==> src/design/masku_pkg.sv <==
// ========================================
// Mask unit package
// Widths, queue depths and element width
// codes shared by every mask unit block
// ========================================

`default_nettype none

package masku_pkg;

  // Lane geometry
  localparam int unsigned NrLanes   = 2;
  localparam int unsigned ElenWidth = 32;
  localparam int unsigned StrbWidth = ElenWidth / 8;
  // One full register word spans all lanes
  localparam int unsigned VregWidth = NrLanes * ElenWidth;

  // Instruction field widths
  localparam int unsigned VidWidth   = 2;
  localparam int unsigned VaddrWidth = 8;
  // Holds vector lengths up to 128
  localparam int unsigned VlWidth    = 8;
  localparam int unsigned SewWidth   = 2;

  // Element width codes, element bytes are 1 << code
  localparam logic [SewWidth-1:0] Ew8  = 2'd0;
  localparam logic [SewWidth-1:0] Ew16 = 2'd1;
  localparam logic [SewWidth-1:0] Ew32 = 2'd2;

  // Queue depths
  localparam int unsigned MaskQueueDepth   = 2;
  localparam int unsigned ResultQueueDepth = 2;

  // Result entry per lane: id, address, data, byte enable
  localparam int unsigned ResultWidth = VidWidth + VaddrWidth + ElenWidth + StrbWidth;

endpackage

`default_nettype wire

==> src/design/masku_insn_if.sv <==
// ========================================
// Mask unit instruction interface
// Held instruction from the tracker to the
// merge and expander producers
// ========================================

`timescale 1ns/100ps
`default_nettype none

interface masku_insn_if;

  // Instruction in its issue phase
  logic                               valid;
  logic [masku_pkg::VidWidth-1:0]     id;
  logic [masku_pkg::VlWidth-1:0]      vl;
  logic [masku_pkg::VaddrWidth-1:0]   vd;
  logic                               vm;
  logic [masku_pkg::SewWidth-1:0]     sew;
  logic                               is_masku;

  // Issue done, raised with the last pushed beat
  logic                               merge_done;
  logic                               expand_done;

  modport tracker (
    output valid, id, vl, vd, vm, sew, is_masku,
    input  merge_done, expand_done
  );

  modport merge (
    input  valid, id, vl, vd, vm, is_masku,
    output merge_done
  );

  modport expander (
    input  valid, vl, vm, sew, is_masku,
    output expand_done
  );

endinterface

`default_nettype wire

==> src/design/insn_tracker.sv <==
// ========================================
// Instruction tracker
// Holds one instruction, follows its issue
// phase and pulses done once drained
// ========================================

`timescale 1ns/100ps
`default_nettype none

module insn_tracker (
  input  wire                               clk_i,
  input  wire                               rst_ni,
  input  wire                               req_valid_i,
  output logic                              req_ready_o,
  input  wire  [masku_pkg::VidWidth-1:0]    req_id_i,
  input  wire  [masku_pkg::VlWidth-1:0]     req_vl_i,
  input  wire  [masku_pkg::VaddrWidth-1:0]  req_vd_i,
  input  wire                               req_vm_i,
  input  wire  [masku_pkg::SewWidth-1:0]    req_sew_i,
  input  wire                               req_is_masku_i,
  output logic                              done_o,
  output logic [masku_pkg::VidWidth-1:0]    done_id_o,
  input  wire                               result_empty_i,
  input  wire                               mask_empty_i,
  masku_insn_if.tracker                     insn
);

  logic                              busy_q;
  logic                              issued_q;
  logic [masku_pkg::VidWidth-1:0]    id_q;
  logic [masku_pkg::VlWidth-1:0]     vl_q;
  logic [masku_pkg::VaddrWidth-1:0]  vd_q;
  logic                              vm_q;
  logic [masku_pkg::SewWidth-1:0]    sew_q;
  logic                              is_masku_q;
  logic                              accept;
  logic                              issue_done;
  logic                              queue_empty;

  // One instruction at a time
  assign req_ready_o = !busy_q;
  assign accept      = req_valid_i && !busy_q;

  // Producers only see the instruction until issue is over
  assign insn.valid    = busy_q && !issued_q;
  assign insn.id       = id_q;
  assign insn.vl       = vl_q;
  assign insn.vd       = vd_q;
  assign insn.vm       = vm_q;
  assign insn.sew      = sew_q;
  assign insn.is_masku = is_masku_q;

  // Kind picks the producer and the queue to watch
  assign issue_done  = is_masku_q ? insn.merge_done : insn.expand_done;
  assign queue_empty = is_masku_q ? result_empty_i : mask_empty_i;

  // Done once issue is over and the last beat has left
  assign done_o    = busy_q && issued_q && queue_empty;
  assign done_id_o = id_q;

  always_ff @(posedge clk_i or negedge rst_ni) begin
    if (!rst_ni) begin
      busy_q   <= 1'b0;
      issued_q <= 1'b0;
    end else if (accept) begin
      busy_q   <= 1'b1;
      // Unmasked work for other units has nothing to issue here
      issued_q <= !req_is_masku_i && req_vm_i;
    end else if (done_o) begin
      busy_q   <= 1'b0;
      issued_q <= 1'b0;
    end else if (insn.valid && issue_done) begin
      issued_q <= 1'b1;
    end
  end

  // Instruction fields
  always_ff @(posedge clk_i) begin
    if (accept) begin
      id_q       <= req_id_i;
      vl_q       <= req_vl_i;
      vd_q       <= req_vd_i;
      vm_q       <= req_vm_i;
      sew_q      <= req_sew_i;
      is_masku_q <= req_is_masku_i;
    end
  end

endmodule

`default_nettype wire

==> src/design/lane_queue.sv <==
// ========================================
// Lane queue
// Small ring with one slot per lane and a
// per-lane accept, for results and masks
// ========================================

`timescale 1ns/100ps
`default_nettype none

module lane_queue #(
  parameter int unsigned EntryWidth = 1,
  parameter int unsigned Depth      = masku_pkg::ResultQueueDepth
) (
  input  wire                                             clk_i,
  input  wire                                             rst_ni,
  input  wire                                             push_i,
  input  wire  [masku_pkg::NrLanes-1:0][EntryWidth-1:0]   data_i,
  output logic                                            full_o,
  output logic                                            empty_o,
  output logic [masku_pkg::NrLanes-1:0]                   valid_o,
  output logic [masku_pkg::NrLanes-1:0][EntryWidth-1:0]   data_o,
  input  wire  [masku_pkg::NrLanes-1:0]                   accept_i
);

  logic [Depth-1:0][masku_pkg::NrLanes-1:0][EntryWidth-1:0]  mem_q;
  logic [Depth-1:0][masku_pkg::NrLanes-1:0]                  valid_q;
  logic [$clog2(Depth)-1:0]                                  wr_ptr_q;
  logic [$clog2(Depth)-1:0]                                  rd_ptr_q;
  logic [$clog2(Depth):0]                                    cnt_q;
  logic [masku_pkg::NrLanes-1:0]                             head_left;
  logic                                                      pop;

  assign full_o  = cnt_q == Depth;
  assign empty_o = cnt_q == '0;

  // Head entry to the lanes
  assign valid_o = valid_q[rd_ptr_q];
  assign data_o  = mem_q[rd_ptr_q];

  // Lanes still waiting on the head
  assign head_left = valid_o & ~accept_i;
  assign pop       = !empty_o && head_left == '0;

  always_ff @(posedge clk_i or negedge rst_ni) begin
    if (!rst_ni) begin
      valid_q  <= '0;
      wr_ptr_q <= '0;
      rd_ptr_q <= '0;
      cnt_q    <= '0;
    end else begin
      // Each lane drops out on its own accept
      valid_q[rd_ptr_q] <= head_left;
      if (pop) begin
        rd_ptr_q <= (rd_ptr_q == Depth - 1) ? '0 : rd_ptr_q + 1'b1;
      end
      // Push wins over a clear of the same empty slot
      if (push_i) begin
        valid_q[wr_ptr_q] <= '1;
        wr_ptr_q          <= (wr_ptr_q == Depth - 1) ? '0 : wr_ptr_q + 1'b1;
      end
      cnt_q <= cnt_q + push_i - pop;
    end
  end

  always_ff @(posedge clk_i) begin
    if (push_i) begin
      mem_q[wr_ptr_q] <= data_i;
    end
  end

endmodule

`default_nettype wire

==> src/design/mask_expander.sv <==
// ========================================
// Mask expander
// Spreads mask bits into per-lane byte
// strobes for masked work on other units
// ========================================

`timescale 1ns/100ps
`default_nettype none

module mask_expander (
  input  wire                                                       clk_i,
  input  wire                                                       rst_ni,
  masku_insn_if.expander                                            insn,
  input  wire  [masku_pkg::NrLanes-1:0][masku_pkg::ElenWidth-1:0]   operand_m_i,
  input  wire  [masku_pkg::NrLanes-1:0]                             operand_m_valid_i,
  output logic [masku_pkg::NrLanes-1:0]                             operand_m_ready_o,
  output logic                                                      push_o,
  output logic [masku_pkg::NrLanes-1:0][masku_pkg::StrbWidth-1:0]   strobe_o,
  input  wire                                                       full_i
);

  // Elements issued so far, base of the current beat
  logic [masku_pkg::VlWidth-1:0]    elem_q;
  // Mask pointer into the current m word
  logic [masku_pkg::VlWidth-1:0]    pnt_q;
  // Elements per beat
  logic [masku_pkg::VlWidth-1:0]    epb;
  logic [masku_pkg::VregWidth-1:0]  m_flat;
  logic                             fire;
  logic                             last;
  logic                             word_end;

  // Eight bytes per register word, shared by the elements
  assign epb = masku_pkg::VlWidth'(masku_pkg::NrLanes * masku_pkg::StrbWidth) >> insn.sew;

  // Lanes side by side as one sequential m word
  assign m_flat = operand_m_i;

  // Only masked instructions for other units
  assign fire = insn.valid && !insn.is_masku && !insn.vm
                && &operand_m_valid_i && !full_i;

  assign last     = elem_q + epb >= insn.vl;
  assign word_end = pnt_q + epb == masku_pkg::VregWidth;

  // Release the m word when used up or when the instruction ends
  assign operand_m_ready_o = {masku_pkg::NrLanes{fire && (word_end || last)}};

  assign push_o           = fire;
  assign insn.expand_done = fire && last;

  always_comb begin : p_strobe
    // Byte j belongs to element j >> sew of the beat
    for (int j = 0; j < masku_pkg::NrLanes * masku_pkg::StrbWidth; j++) begin
      strobe_o[j / masku_pkg::StrbWidth][j % masku_pkg::StrbWidth] =
          (elem_q + (j >> insn.sew) < insn.vl) && m_flat[pnt_q + (j >> insn.sew)];
    end
  end

  always_ff @(posedge clk_i or negedge rst_ni) begin
    if (!rst_ni) begin
      elem_q <= '0;
      pnt_q  <= '0;
    end else if (fire) begin
      if (last) begin
        elem_q <= '0;
        pnt_q  <= '0;
      end else begin
        elem_q <= elem_q + epb;
        // Wrap onto the next m word
        pnt_q  <= word_end ? '0 : pnt_q + epb;
      end
    end
  end

endmodule

`default_nettype wire

==> src/design/mask_merge.sv <==
// ========================================
// Mask-logical merge
// Blends ALU result and old destination by
// vl and mask, then queues the words
// ========================================

`timescale 1ns/100ps
`default_nettype none

module mask_merge (
  input  wire                                                         clk_i,
  input  wire                                                         rst_ni,
  masku_insn_if.merge                                                 insn,
  input  wire  [masku_pkg::NrLanes-1:0][masku_pkg::ElenWidth-1:0]     operand_a_i,
  input  wire  [masku_pkg::NrLanes-1:0]                               operand_a_valid_i,
  output logic [masku_pkg::NrLanes-1:0]                               operand_a_ready_o,
  input  wire  [masku_pkg::NrLanes-1:0][masku_pkg::ElenWidth-1:0]     operand_b_i,
  input  wire  [masku_pkg::NrLanes-1:0]                               operand_b_valid_i,
  output logic [masku_pkg::NrLanes-1:0]                               operand_b_ready_o,
  input  wire  [masku_pkg::NrLanes-1:0][masku_pkg::ElenWidth-1:0]     operand_m_i,
  input  wire  [masku_pkg::NrLanes-1:0]                               operand_m_valid_i,
  output logic [masku_pkg::NrLanes-1:0]                               operand_m_ready_o,
  output logic                                                        push_o,
  output logic [masku_pkg::NrLanes-1:0][masku_pkg::ResultWidth-1:0]   entry_o,
  input  wire                                                         full_i
);

  // Beat counter, also the address offset from vd
  logic [masku_pkg::VaddrWidth-1:0]                          beat_q;
  int unsigned                                               base;
  logic                                                      ops_valid;
  logic                                                      fire;
  logic                                                      last;
  logic [masku_pkg::NrLanes-1:0][masku_pkg::ElenWidth-1:0]   wdata;
  logic [masku_pkg::NrLanes-1:0][masku_pkg::StrbWidth-1:0]   be;

  // First register bit index of this beat
  assign base = beat_q * masku_pkg::VregWidth;

  // The m channel is only needed when masked
  assign ops_valid = &operand_a_valid_i && &operand_b_valid_i
                     && (insn.vm || &operand_m_valid_i);
  assign fire      = insn.valid && insn.is_masku && ops_valid && !full_i;

  // This beat's span reaches vl
  assign last = base + masku_pkg::VregWidth >= insn.vl;

  // Take the beat on every lane at once
  assign operand_a_ready_o = {masku_pkg::NrLanes{fire}};
  assign operand_b_ready_o = {masku_pkg::NrLanes{fire}};
  assign operand_m_ready_o = {masku_pkg::NrLanes{fire && !insn.vm}};

  assign push_o          = fire;
  assign insn.merge_done = fire && last;

  always_comb begin : p_merge
    for (int l = 0; l < masku_pkg::NrLanes; l++) begin
      // Bit granular select, a where enabled and b elsewhere
      for (int b = 0; b < masku_pkg::ElenWidth; b++) begin
        if ((base + l * masku_pkg::ElenWidth + b < insn.vl)
            && (insn.vm || operand_m_i[l][b])) begin
          wdata[l][b] = operand_a_i[l][b];
        end else begin
          wdata[l][b] = operand_b_i[l][b];
        end
      end
      // Byte enabled when its first bit is below vl
      for (int s = 0; s < masku_pkg::StrbWidth; s++) begin
        be[l][s] = base + l * masku_pkg::ElenWidth + s * 8 < insn.vl;
      end
      entry_o[l] = {insn.id, insn.vd + beat_q, wdata[l], be[l]};
    end
  end

  always_ff @(posedge clk_i or negedge rst_ni) begin
    if (!rst_ni) begin
      beat_q <= '0;
    end else if (fire) begin
      // Restart for the next instruction
      beat_q <= last ? '0 : beat_q + 1'b1;
    end
  end

endmodule

`default_nettype wire

==> src/design/masku_top.sv <==
// ========================================
// Mask unit top level
// Tracker, merge and expander producers and
// the result and mask queues to the lanes
// ========================================

`timescale 1ns/100ps
`default_nettype none

module masku_top (
  input  wire                                                         clk_i,
  input  wire                                                         rst_ni,
  // Sequencer
  input  wire                                                         req_valid_i,
  output logic                                                        req_ready_o,
  input  wire  [masku_pkg::VidWidth-1:0]                              req_id_i,
  input  wire  [masku_pkg::VlWidth-1:0]                               req_vl_i,
  input  wire  [masku_pkg::VaddrWidth-1:0]                            req_vd_i,
  input  wire                                                         req_vm_i,
  input  wire  [masku_pkg::SewWidth-1:0]                              req_sew_i,
  input  wire                                                         req_is_masku_i,
  output logic                                                        done_o,
  output logic [masku_pkg::VidWidth-1:0]                              done_id_o,
  // Operands from the lanes
  input  wire  [masku_pkg::NrLanes-1:0][masku_pkg::ElenWidth-1:0]     operand_a_i,
  input  wire  [masku_pkg::NrLanes-1:0]                               operand_a_valid_i,
  output logic [masku_pkg::NrLanes-1:0]                               operand_a_ready_o,
  input  wire  [masku_pkg::NrLanes-1:0][masku_pkg::ElenWidth-1:0]     operand_b_i,
  input  wire  [masku_pkg::NrLanes-1:0]                               operand_b_valid_i,
  output logic [masku_pkg::NrLanes-1:0]                               operand_b_ready_o,
  input  wire  [masku_pkg::NrLanes-1:0][masku_pkg::ElenWidth-1:0]     operand_m_i,
  input  wire  [masku_pkg::NrLanes-1:0]                               operand_m_valid_i,
  output logic [masku_pkg::NrLanes-1:0]                               operand_m_ready_o,
  // Result writes
  output logic [masku_pkg::NrLanes-1:0]                               result_req_o,
  output logic [masku_pkg::NrLanes-1:0][masku_pkg::VidWidth-1:0]      result_id_o,
  output logic [masku_pkg::NrLanes-1:0][masku_pkg::VaddrWidth-1:0]    result_addr_o,
  output logic [masku_pkg::NrLanes-1:0][masku_pkg::ElenWidth-1:0]     result_wdata_o,
  output logic [masku_pkg::NrLanes-1:0][masku_pkg::StrbWidth-1:0]     result_be_o,
  input  wire  [masku_pkg::NrLanes-1:0]                               result_gnt_i,
  // Byte strobes to the lanes
  output logic [masku_pkg::NrLanes-1:0][masku_pkg::StrbWidth-1:0]     mask_o,
  output logic [masku_pkg::NrLanes-1:0]                               mask_valid_o,
  input  wire  [masku_pkg::NrLanes-1:0]                               mask_ready_i
);

  logic                                                       result_push;
  logic                                                       result_full;
  logic                                                       result_empty;
  logic [masku_pkg::NrLanes-1:0][masku_pkg::ResultWidth-1:0]  result_entry;
  logic [masku_pkg::NrLanes-1:0][masku_pkg::ResultWidth-1:0]  result_head;
  logic                                                       mask_push;
  logic                                                       mask_full;
  logic                                                       mask_empty;
  logic [masku_pkg::NrLanes-1:0][masku_pkg::StrbWidth-1:0]    mask_strobe;
  logic [masku_pkg::NrLanes-1:0]                              merge_m_ready;
  logic [masku_pkg::NrLanes-1:0]                              expand_m_ready;

  masku_insn_if insn_if ();

  insn_tracker insn_tracker_i (
    .clk_i, .rst_ni,
    .req_valid_i, .req_ready_o, .req_id_i, .req_vl_i, .req_vd_i,
    .req_vm_i, .req_sew_i, .req_is_masku_i,
    .done_o, .done_id_o,
    .result_empty_i (result_empty),
    .mask_empty_i   (mask_empty),
    .insn           (insn_if.tracker)
  );

  mask_merge mask_merge_i (
    .clk_i, .rst_ni,
    .insn     (insn_if.merge),
    .operand_a_i, .operand_a_valid_i, .operand_a_ready_o,
    .operand_b_i, .operand_b_valid_i, .operand_b_ready_o,
    .operand_m_i, .operand_m_valid_i,
    .operand_m_ready_o (merge_m_ready),
    .push_o   (result_push),
    .entry_o  (result_entry),
    .full_i   (result_full)
  );

  mask_expander mask_expander_i (
    .clk_i, .rst_ni,
    .insn              (insn_if.expander),
    .operand_m_i, .operand_m_valid_i,
    .operand_m_ready_o (expand_m_ready),
    .push_o            (mask_push),
    .strobe_o          (mask_strobe),
    .full_i            (mask_full)
  );

  // Only one producer runs at a time, so the m readies merge
  assign operand_m_ready_o = merge_m_ready | expand_m_ready;

  lane_queue #(
    .EntryWidth (masku_pkg::ResultWidth),
    .Depth      (masku_pkg::ResultQueueDepth)
  ) result_queue_i (
    .clk_i, .rst_ni,
    .push_i   (result_push),
    .data_i   (result_entry),
    .full_o   (result_full),
    .empty_o  (result_empty),
    .valid_o  (result_req_o),
    .data_o   (result_head),
    .accept_i (result_gnt_i)
  );

  lane_queue #(
    .EntryWidth (masku_pkg::StrbWidth),
    .Depth      (masku_pkg::MaskQueueDepth)
  ) mask_queue_i (
    .clk_i, .rst_ni,
    .push_i   (mask_push),
    .data_i   (mask_strobe),
    .full_o   (mask_full),
    .empty_o  (mask_empty),
    .valid_o  (mask_valid_o),
    .data_o   (mask_o),
    .accept_i (mask_ready_i)
  );

  // Split each head entry into the lane write fields
  for (genvar l = 0; l < masku_pkg::NrLanes; l++) begin : gen_result_fields
    assign {result_id_o[l], result_addr_o[l], result_wdata_o[l], result_be_o[l]} =
        result_head[l];
  end

endmodule

`default_nettype wire

==> config.mk <==
export PLATFORM = sky130hd
export DESIGN_NAME = masku_top
export DESIGN_NICKNAME = d
export VERILOG_FILES = /design/src/design/masku_pkg.sv /design/src/design/masku_insn_if.sv /design/src/design/insn_tracker.sv /design/src/design/lane_queue.sv /design/src/design/mask_expander.sv /design/src/design/mask_merge.sv /design/src/design/masku_top.sv
export SDC_FILE = /design/constraint.sdc
export NUM_CORES = 1
export LEC_CHECK = 0
export BUFFER_PORTS_ARGS = -buffer_cell sky130_fd_sc_hd__buf_2
export CAP_MARGIN = 0
export CORE_ASPECT_RATIO = 1.1
export CORE_MARGIN = 3
export CORE_UTILIZATION = 29
export CTS_CLUSTER_DIAMETER = 30
export CTS_CLUSTER_SIZE = 20
export DETAILED_ROUTE_END_ITERATION = 8
export GPL_ROUTABILITY_DRIVEN = 0
export PLACE_DENSITY_LB_ADDON = 0.05
export SYNTH_ARGS = -nofsm -noshare
export SYNTH_HDL_FRONTEND = slang
export SYNTH_SLANG_ARGS = --single-unit
==> constraint.sdc <==
create_clock -name clk_i -period 6.03 [get_ports clk_i]
set_input_delay 1.206 -clock clk_i [delete_from_list [all_inputs] [get_ports clk_i]]
set_output_delay 1.206 -clock clk_i [all_outputs]
set_load 0.01 [all_outputs]
==> reports/qor.txt, run 1 <==
Status: completed
F_max: 0.1803 GHz
Worst Tran Pin Value: 1.155 ns
IO Pins: 341
Initial antenna violation count: 21
WL/cell: 26.51 microns
CP Cell Sequence: inv_1, ha_1, xor2_1, ha_1, a21oi_1, o21ai_0, a21oi_1, nor2_1, xnor2_1, inv_1, ha_1, or3_1, o22a_1, nor2_1, o22ai_1, buf_2
Critical Path End Type: output pin
Switching Power: 0.004356 W
Nets: 2,175
Area Growth Syn to Fin: 27.22%
Final hold violation count: 0
Rows: 97
Final critical-path required period: 5.547 ns
Top-count cell post-synth: edfxtp_1
Global-route wire length before repair: 105.5 mm
Required @ worst endpoint: 4.82 ns
Clk sink count: 244
Final WL: 72.24 mm
Seq cells post-synth: 244
Initial Util: 29.38%
Clock root cell: clkbuf_16
Slowest-stage cell, CP: edfxtp_1
Final setup viols: 0
Hold Slack: 0.4635 ns
Max incr delay on CP: 0.46 ns
Slew headroom: 22.95%
Vias/cell: 5.302
Max VDD drop: 211.3 uV
Crit Path Max Fanout: 8
Pre-antenna DRT Iters: 5
Biggest area consumer among synthesized cells: edfxtp_1
DRC viols: 0
Setup_tns: 0 ns
Final non-filler cell total: 2,725
Die Area: 0.06776 sq mm
Placed cells: 2,585
Comb power frac: 49.0%
Clock Latency Late Sink: 0.61 ns
Hold Path Class: reg -> reg
Post-Syn Nets: 1,809
Syn Inst Count: 1,457
H-tree depth: 3
Synth cell count leaders: 202 x edfxtp_1, 163 x mux2_2, 153 x mux4_2
R2R Path Start: insn_tracker_i.insn.sew[1]
Final worst path period share: 92.00%
Clock Skew: 0.03576 ns
Syn Area/Cell: 12.87 sq um
Critical path launch point type: register
Post-Syn Area: 0.01875 sq mm
Critical path origin: insn_tracker_i.insn.sew[0]
Fin. max-slew vios: 0
Leak pwr: 9.522 nW
Switching part of the total power: 37.56%
Seq/Total Area, Yosys: 37.95%
Pin count of the biggest net entering global routing: 68
Worst slack, placed: 0.6942 ns
Clk pin slew, worst setup/hold paths: 0.04 ns
CTS buffer count: 75
CP Class: reg -> out
Clk pwr share: 31.4%
Worst Path Arrival: 4.34 ns
Top cells by area, synth: edfxtp_1 32%, mux4_2 18%, mux2_2 9.8%
DR vias: 14,450
Post-DP HPWL: 54.41 mm
Synth warn: 0
Worst Hold Launch: insn_tracker_i.done_id_o[1]
Setup WS post-layout: 0.4827 ns
ANT nets after route: 0
Sequential power share: 19.6%
Final core occ: 37.37%
Clock buffer depth: 3
Internal: 0.007241 W
Power per Cell Area: 486.1 mW/mm^2
Share of cells above drive strength 1: 44.20%
Die width: 248.5 microns
Global-route usage over all layers: 20.96%
Port bufs: 340
Ys flop type: edfxtp_1
CTS Hold Buffers Added: 0
Distinct cells, synth: 61
Ys async rst share: 17.21%
DR iter-0 viols: 753
Core area: 0.06384 sq mm
Post-synth EDFFs: 202
Vias in the first global route: 15,100
Max Cap Viol: 0
CTS tree: done
Top cell by count, worst path: ha_1
GRT overflow: 0
Synth top area share: 32.34%
RSZ-0062 raised after global routing: no
Die height: 272.7 microns
metal layers:
layer,up-vias,part of all wire (%),track usage [%],routed length (microns)
met2,530,50,36.08,36280
met5,-,0.23,0,169
li1,6505,-,-,-
met1,7271,40,25.90,29230
met3,117,6.7,5.377,4836
met4,26,2.4,6.298,1722
through the flow:
| stage | power [W] | area (sq um) |
|---|---|---|
| 5_1_grt | 0.01227 | 23850 |
| 2_1_floorplan | 0.006183 | 18750 |
| 4_1_cts | 0.01177 | 23830 |
| 3_3_place_gp | 0.008021 | 21430 |
| 3_5_place_dp | 0.008033 | 21430 |
| 6_report | 0.01160 | 23860 |
flip-flops by register name (all words and copies together) (netlist names):
| name | flops |
|---|---|
| insn_tracker_i.insn.sew | 2 |
| mask_queue_i.mem_q | 16 |
| mask_queue_i.rd_ptr_q | 1 |
| insn_tracker_i.insn.vm | 1 |
| result_queue_i.mem_q | 164 |
| result_queue_i.cnt_q | 2 |
| mask_merge_i.beat_q | 8 |
| insn_tracker_i.insn.vl | 8 |
| insn_tracker_i.insn.is_masku | 1 |
| result_queue_i.valid_q | 4 |
| mask_queue_i.valid_q | 4 |
| result_queue_i.rd_ptr_q | 1 |
| mask_expander_i.pnt_q | 8 |
| mask_queue_i.wr_ptr_q | 1 |
| result_queue_i.wr_ptr_q | 1 |
| insn_tracker_i.done_id_o | 2 |
| insn_tracker_i.busy_q | 1 |
| insn_tracker_i.insn.vd | 8 |
| insn_tracker_i.issued_q | 1 |
| mask_expander_i.elem_q | 8 |
| mask_queue_i.cnt_q | 2 |
power groups by stage:
stage / combinational [W] / clock, W / sequential, W
global placement: 0.00572 / 0 / 0.00230
global route: 0.00614 / 0.00383 / 0.00230
floorplan: 0.00398 / 0 / 0.00220
CTS: 0.00575 / 0.00374 / 0.00228
detailed placement: 0.00573 / 0 / 0.00230
finish: 0.00568 / 0.00364 / 0.00227
cells by family after synthesis:
family          share of synthesized area, %
mux                                    29.60
flops                                  37.95
compound gates                         8.873
buf+inv                                3.669
simple gates                           6.305
xor+xnor                               4.904
fa+ha+maj                              8.700
worst max-delay path, delay by kind of cell (launching register included):
family | cells | cell delay [ns]
AOI/OAI and AO/OA | 5 | 1.05
xor gates and xnor gates | 2 | 0.31
adders and majority gates | 3 | 0.82
buffers and inverters | 3 | 0.46
and+or+nand+nor | 3 | 0.65
DFF | 1 | 0.46
placed cells by master (no fill, tap or decap), types with 5 or more instances in the layout:
cell type	synthesis	routed
a21o_1	13	13
buf_2	16	340
edfxtp_1	202	202
ha_1	116	116
xnor2_1	55	55
nor3_1	14	14
xor2_1	45	45
nor2_1	68	68
mux4_2	153	153
dfrtp_1	42	41
mux2i_1	27	27
nand3_1	27	27
nor2b_1	28	27
clkinv_1	2	11
inv_1	41	38
and2_1	12	12
o31ai_1	10	10
nand2_1	56	56
a211oi_1	11	11
fa_1	9	9
a21boi_0	6	5
clkbuf_16	0	75
clkbuf_1	55	15
o21ai_0	67	66
a21oi_1	55	55
mux2_2	163	163
nand2b_1	13	13
buf_4	19	51
clkinv_2	0	20
o221ai_1	54	54
nand3b_1	5	5
repair_timing:
item                                   4_1_cts  5_1_grt
endpoints found under the hold margin        0        0
resized for setup                            0        2
setup buffers                                0        2
setup endpoints to repair                    0        2
worst paths after layout:
check,end,depth (start not counted),slack (ns)
min in group asynchronous,mask_expander_i.elem_q[0],2,0.73
hold reg to reg,result_queue_i.mem_q[137],0,0.46
hold / removal,result_queue_i.mem_q[137],0,0.46
setup reg to reg,mask_queue_i.mem_q[10],11,1.38
max in group asynchronous,result_queue_i.rd_ptr_q,2,4.83
setup / recovery,operand_m_ready_o[0],16,0.48
layout make-up:
class,count,area (sq um)
Inverter,44,171.4
Sequential cell,244,7121
Multi-Input combinational cell,1064,10960
Antenna cell,4,10.01
Clock inverter,40,415.4
Timing Repair Buffer,394,2145
Tap cell,841,1052
Fill cell,6374,39980
Clock buffer,94,1988
Note: power is estimated with default switching activity, not from simulation.
==> run 2, diff against run 1 <==
Settings changed: CORE_ASPECT_RATIO 1.1 to default.
==> reports/qor.txt, run 2 (synthesis gave the netlist of run 1 again) <==
Flip-flop and latch area: 0.007121 sq mm (unchanged)
DRC viols: 0 (unchanged)
WL/cell: 26.60 microns (was 26.51 microns)
Hold Slack: 0.4625 ns (was 0.4635 ns)
CTS tree: done (unchanged)
Number of fill cells: 6,381 (was 6,374)
Port bufs: 340 (unchanged)
Critical path launch point type: register (unchanged)
RSZ-0062 raised after global routing: no (unchanged)
H-tree depth: 3 (unchanged)
Area Growth Syn to Fin: 26.77% (was 27.22%)
Largest Register: result_queue_i.mem_q (unchanged)
Final worst path period share: 93.39% (was 92.00%)
Critical Path End Type: output pin (unchanged)
Hold Path Class: reg -> reg (unchanged)
Nets: 2,164 (was 2,175)
Global-route wire length before repair: 104.3 mm (was 105.5 mm)
Clock Latency Late Sink: 0.61 ns (about the same)
Clock Skew: 0.03387 ns (was 0.03576 ns)
CP Class: reg -> out (unchanged)
Status: completed (unchanged)
ANT nets after route: 0 (unchanged)
Pre-antenna DRT Iters: 5 (unchanged)
Global-route usage over all layers: 21.14% (was 20.96%)
Leak pwr: 9.442 nW (was 9.522 nW)
Final non-filler cell total: 2,718 (was 2,725)
Fin. max-slew vios: 0 (unchanged)
Rows: 92 (was 97)
IO Pins: 341 (unchanged)
Worst Path Arrival: 4.43 ns (was 4.34 ns)
Post-DP Area: 0.02136 sq mm (was 0.02143 sq mm)
Footprint of the multi-input gates: 0.01096 sq mm (about the same)
Design area: 0.02377 sq mm (was 0.02386 sq mm)
Vias/cell: 5.383 (was 5.302)
Power per Cell Area: 487.3 mW/mm^2 (was 486.1 mW/mm^2)
Final critical-path required period: 5.631 ns (was 5.547 ns)
Worst Tran Pin Value: 1.218 ns (was 1.155 ns)
Required @ worst endpoint: 4.82 ns (about the same)
Top Registers: result_queue_i.mem_q: 164 flops, mask_queue_i.mem_q: 16 flops (unchanged)
GRT overflow: 0 (unchanged)
Vias in the first global route: 15,080 (was 15,100)
Clock buffer depth: 3 (unchanged)
Slew headroom: 18.48% (was 22.95%)
Clk pin slew, worst setup/hold paths: 0.04 ns (about the same)
Final WL: 72.29 mm (was 72.24 mm)
Commonest non-fill, non-tap cell in the layout: buf_2 (unchanged)
Placed cells: 2,580 (was 2,585)
F_max: 0.1776 GHz (was 0.1803 GHz)
Core area: 0.06354 sq mm (was 0.06384 sq mm)
Die height: 260.3 microns (was 272.7 microns)
Setup_tns: 0 ns (unchanged)
Post-DP HPWL: 53.09 mm (was 54.41 mm)
CTS buffer count: 76 (was 75)
Die width: 260.3 microns (was 248.5 microns)
Clock root cell: clkbuf_16 (unchanged)
Share of cells above drive strength 1: 43.64% (was 44.20%)
Max VDD drop: 215.6 uV (was 211.3 uV)
Clk sink count: 244 (unchanged)
Initial antenna violation count: 21 (unchanged)
DR vias: 14,630 (was 14,450)
Max reg flops: 164 (unchanged)
DR iter-0 viols: 1,164 (was 753)
Die Area: 0.06776 sq mm (about the same)
Final setup viols: 0 (unchanged)
Final hold violation count: 0 (unchanged)
Pin count of the biggest net entering global routing: 67 (was 68)
Crit Path Max Fanout: 10 (was 8)
Initial Util: 29.52% (was 29.38%)
Max Cap Viol: 0 (unchanged)
CTS Hold Buffers Added: 0 (unchanged)
Commonest cells after routing, fill and taps aside: 340 x buf_2, 202 x edfxtp_1, 163 x mux2_2, 153 x mux4_2, 116 x ha_1 (unchanged)
## run 2: worst max-delay path, stage by stage (launching register included)
cell      delay [ns]
edfxtp_1        0.56
inv_1           0.35
ha_1            0.21
buf_4           0.23
inv_1           0.16
nand2_1         0.11
and2_1          0.16
o21ai_0         0.08
a21oi_1         0.37
nor2_1          0.10
xnor2_1         0.21
inv_1           0.07
ha_1            0.18
or3_1           0.34
o22a_1          0.23
nor2_1          0.15
o22ai_1         0.14
buf_2           0.19
## run 2: cell type report
cell class                 count  share of cell area (%)
timing repair buffer         382                   8.589
antenna                        9                 0.09473
clock buffer                  91                   8.368
tap                          846                   4.452
clock inverter                38                   1.710
inverter                      44                  0.7157
multi-input combinational   1064                   46.12
sequential                   244                   29.95
## run 2: final timing paths
| path | from | end | slack [ns] | cells past startpoint |
|---|---|---|---|---|
| min in group asynchronous | rst_ni | result_queue_i.valid_q[0] | 0.70 | 2 |
| setup reg to reg | insn_tracker_i.insn.sew[1] | mask_queue_i.mem_q[4] | 1.36 | 10 |
| max in group asynchronous | rst_ni | result_queue_i.rd_ptr_q | 4.87 | 2 |
| hold / removal | result_queue_i.valid_q[2] | result_queue_i.valid_q[2] | 0.46 | 2 |
| setup / recovery | insn_tracker_i.insn.sew[1] | operand_m_ready_o[0] | 0.40 | 17 |
| hold reg to reg | result_queue_i.valid_q[2] | result_queue_i.valid_q[2] | 0.46 | 2 |
## run 2: power by group
group	leakage (nW)	switching (W)	internal, W
combinational	5.94	0.00298	0.00263
clock	1.14	0.00116	0.00250
sequential	2.36	0.000220	0.00209
## run 2: what timing repair did
action	4_1_cts	5_1_grt
setup endpoints to repair	0	2
setup buffers	0	0
gates resized for setup	0	1
## run 2: metal layers
layer / part of all wire, % / GRT usage, %
met5: 0.22 / 0
met2: 49 / 35.04
met3: 7.5 / 6.502
met1: 41 / 26.38
met4: 3.0 / 6.643
## run 2: metrics by stage
step / worst slack, ns / power (W) / util [%]
2_1_floorplan: 1.035 / 0.006183 / -
4_1_cts: 0.2050 / 0.01173 / 37.38
5_1_grt: 0.04348 / 0.01225 / 37.38
6_report: 0.3985 / 0.01159 / 37.42
3_5_place_dp: 0.8517 / 0.007974 / 33.61
3_3_place_gp: 1.032 / 0.007927 / 33.61
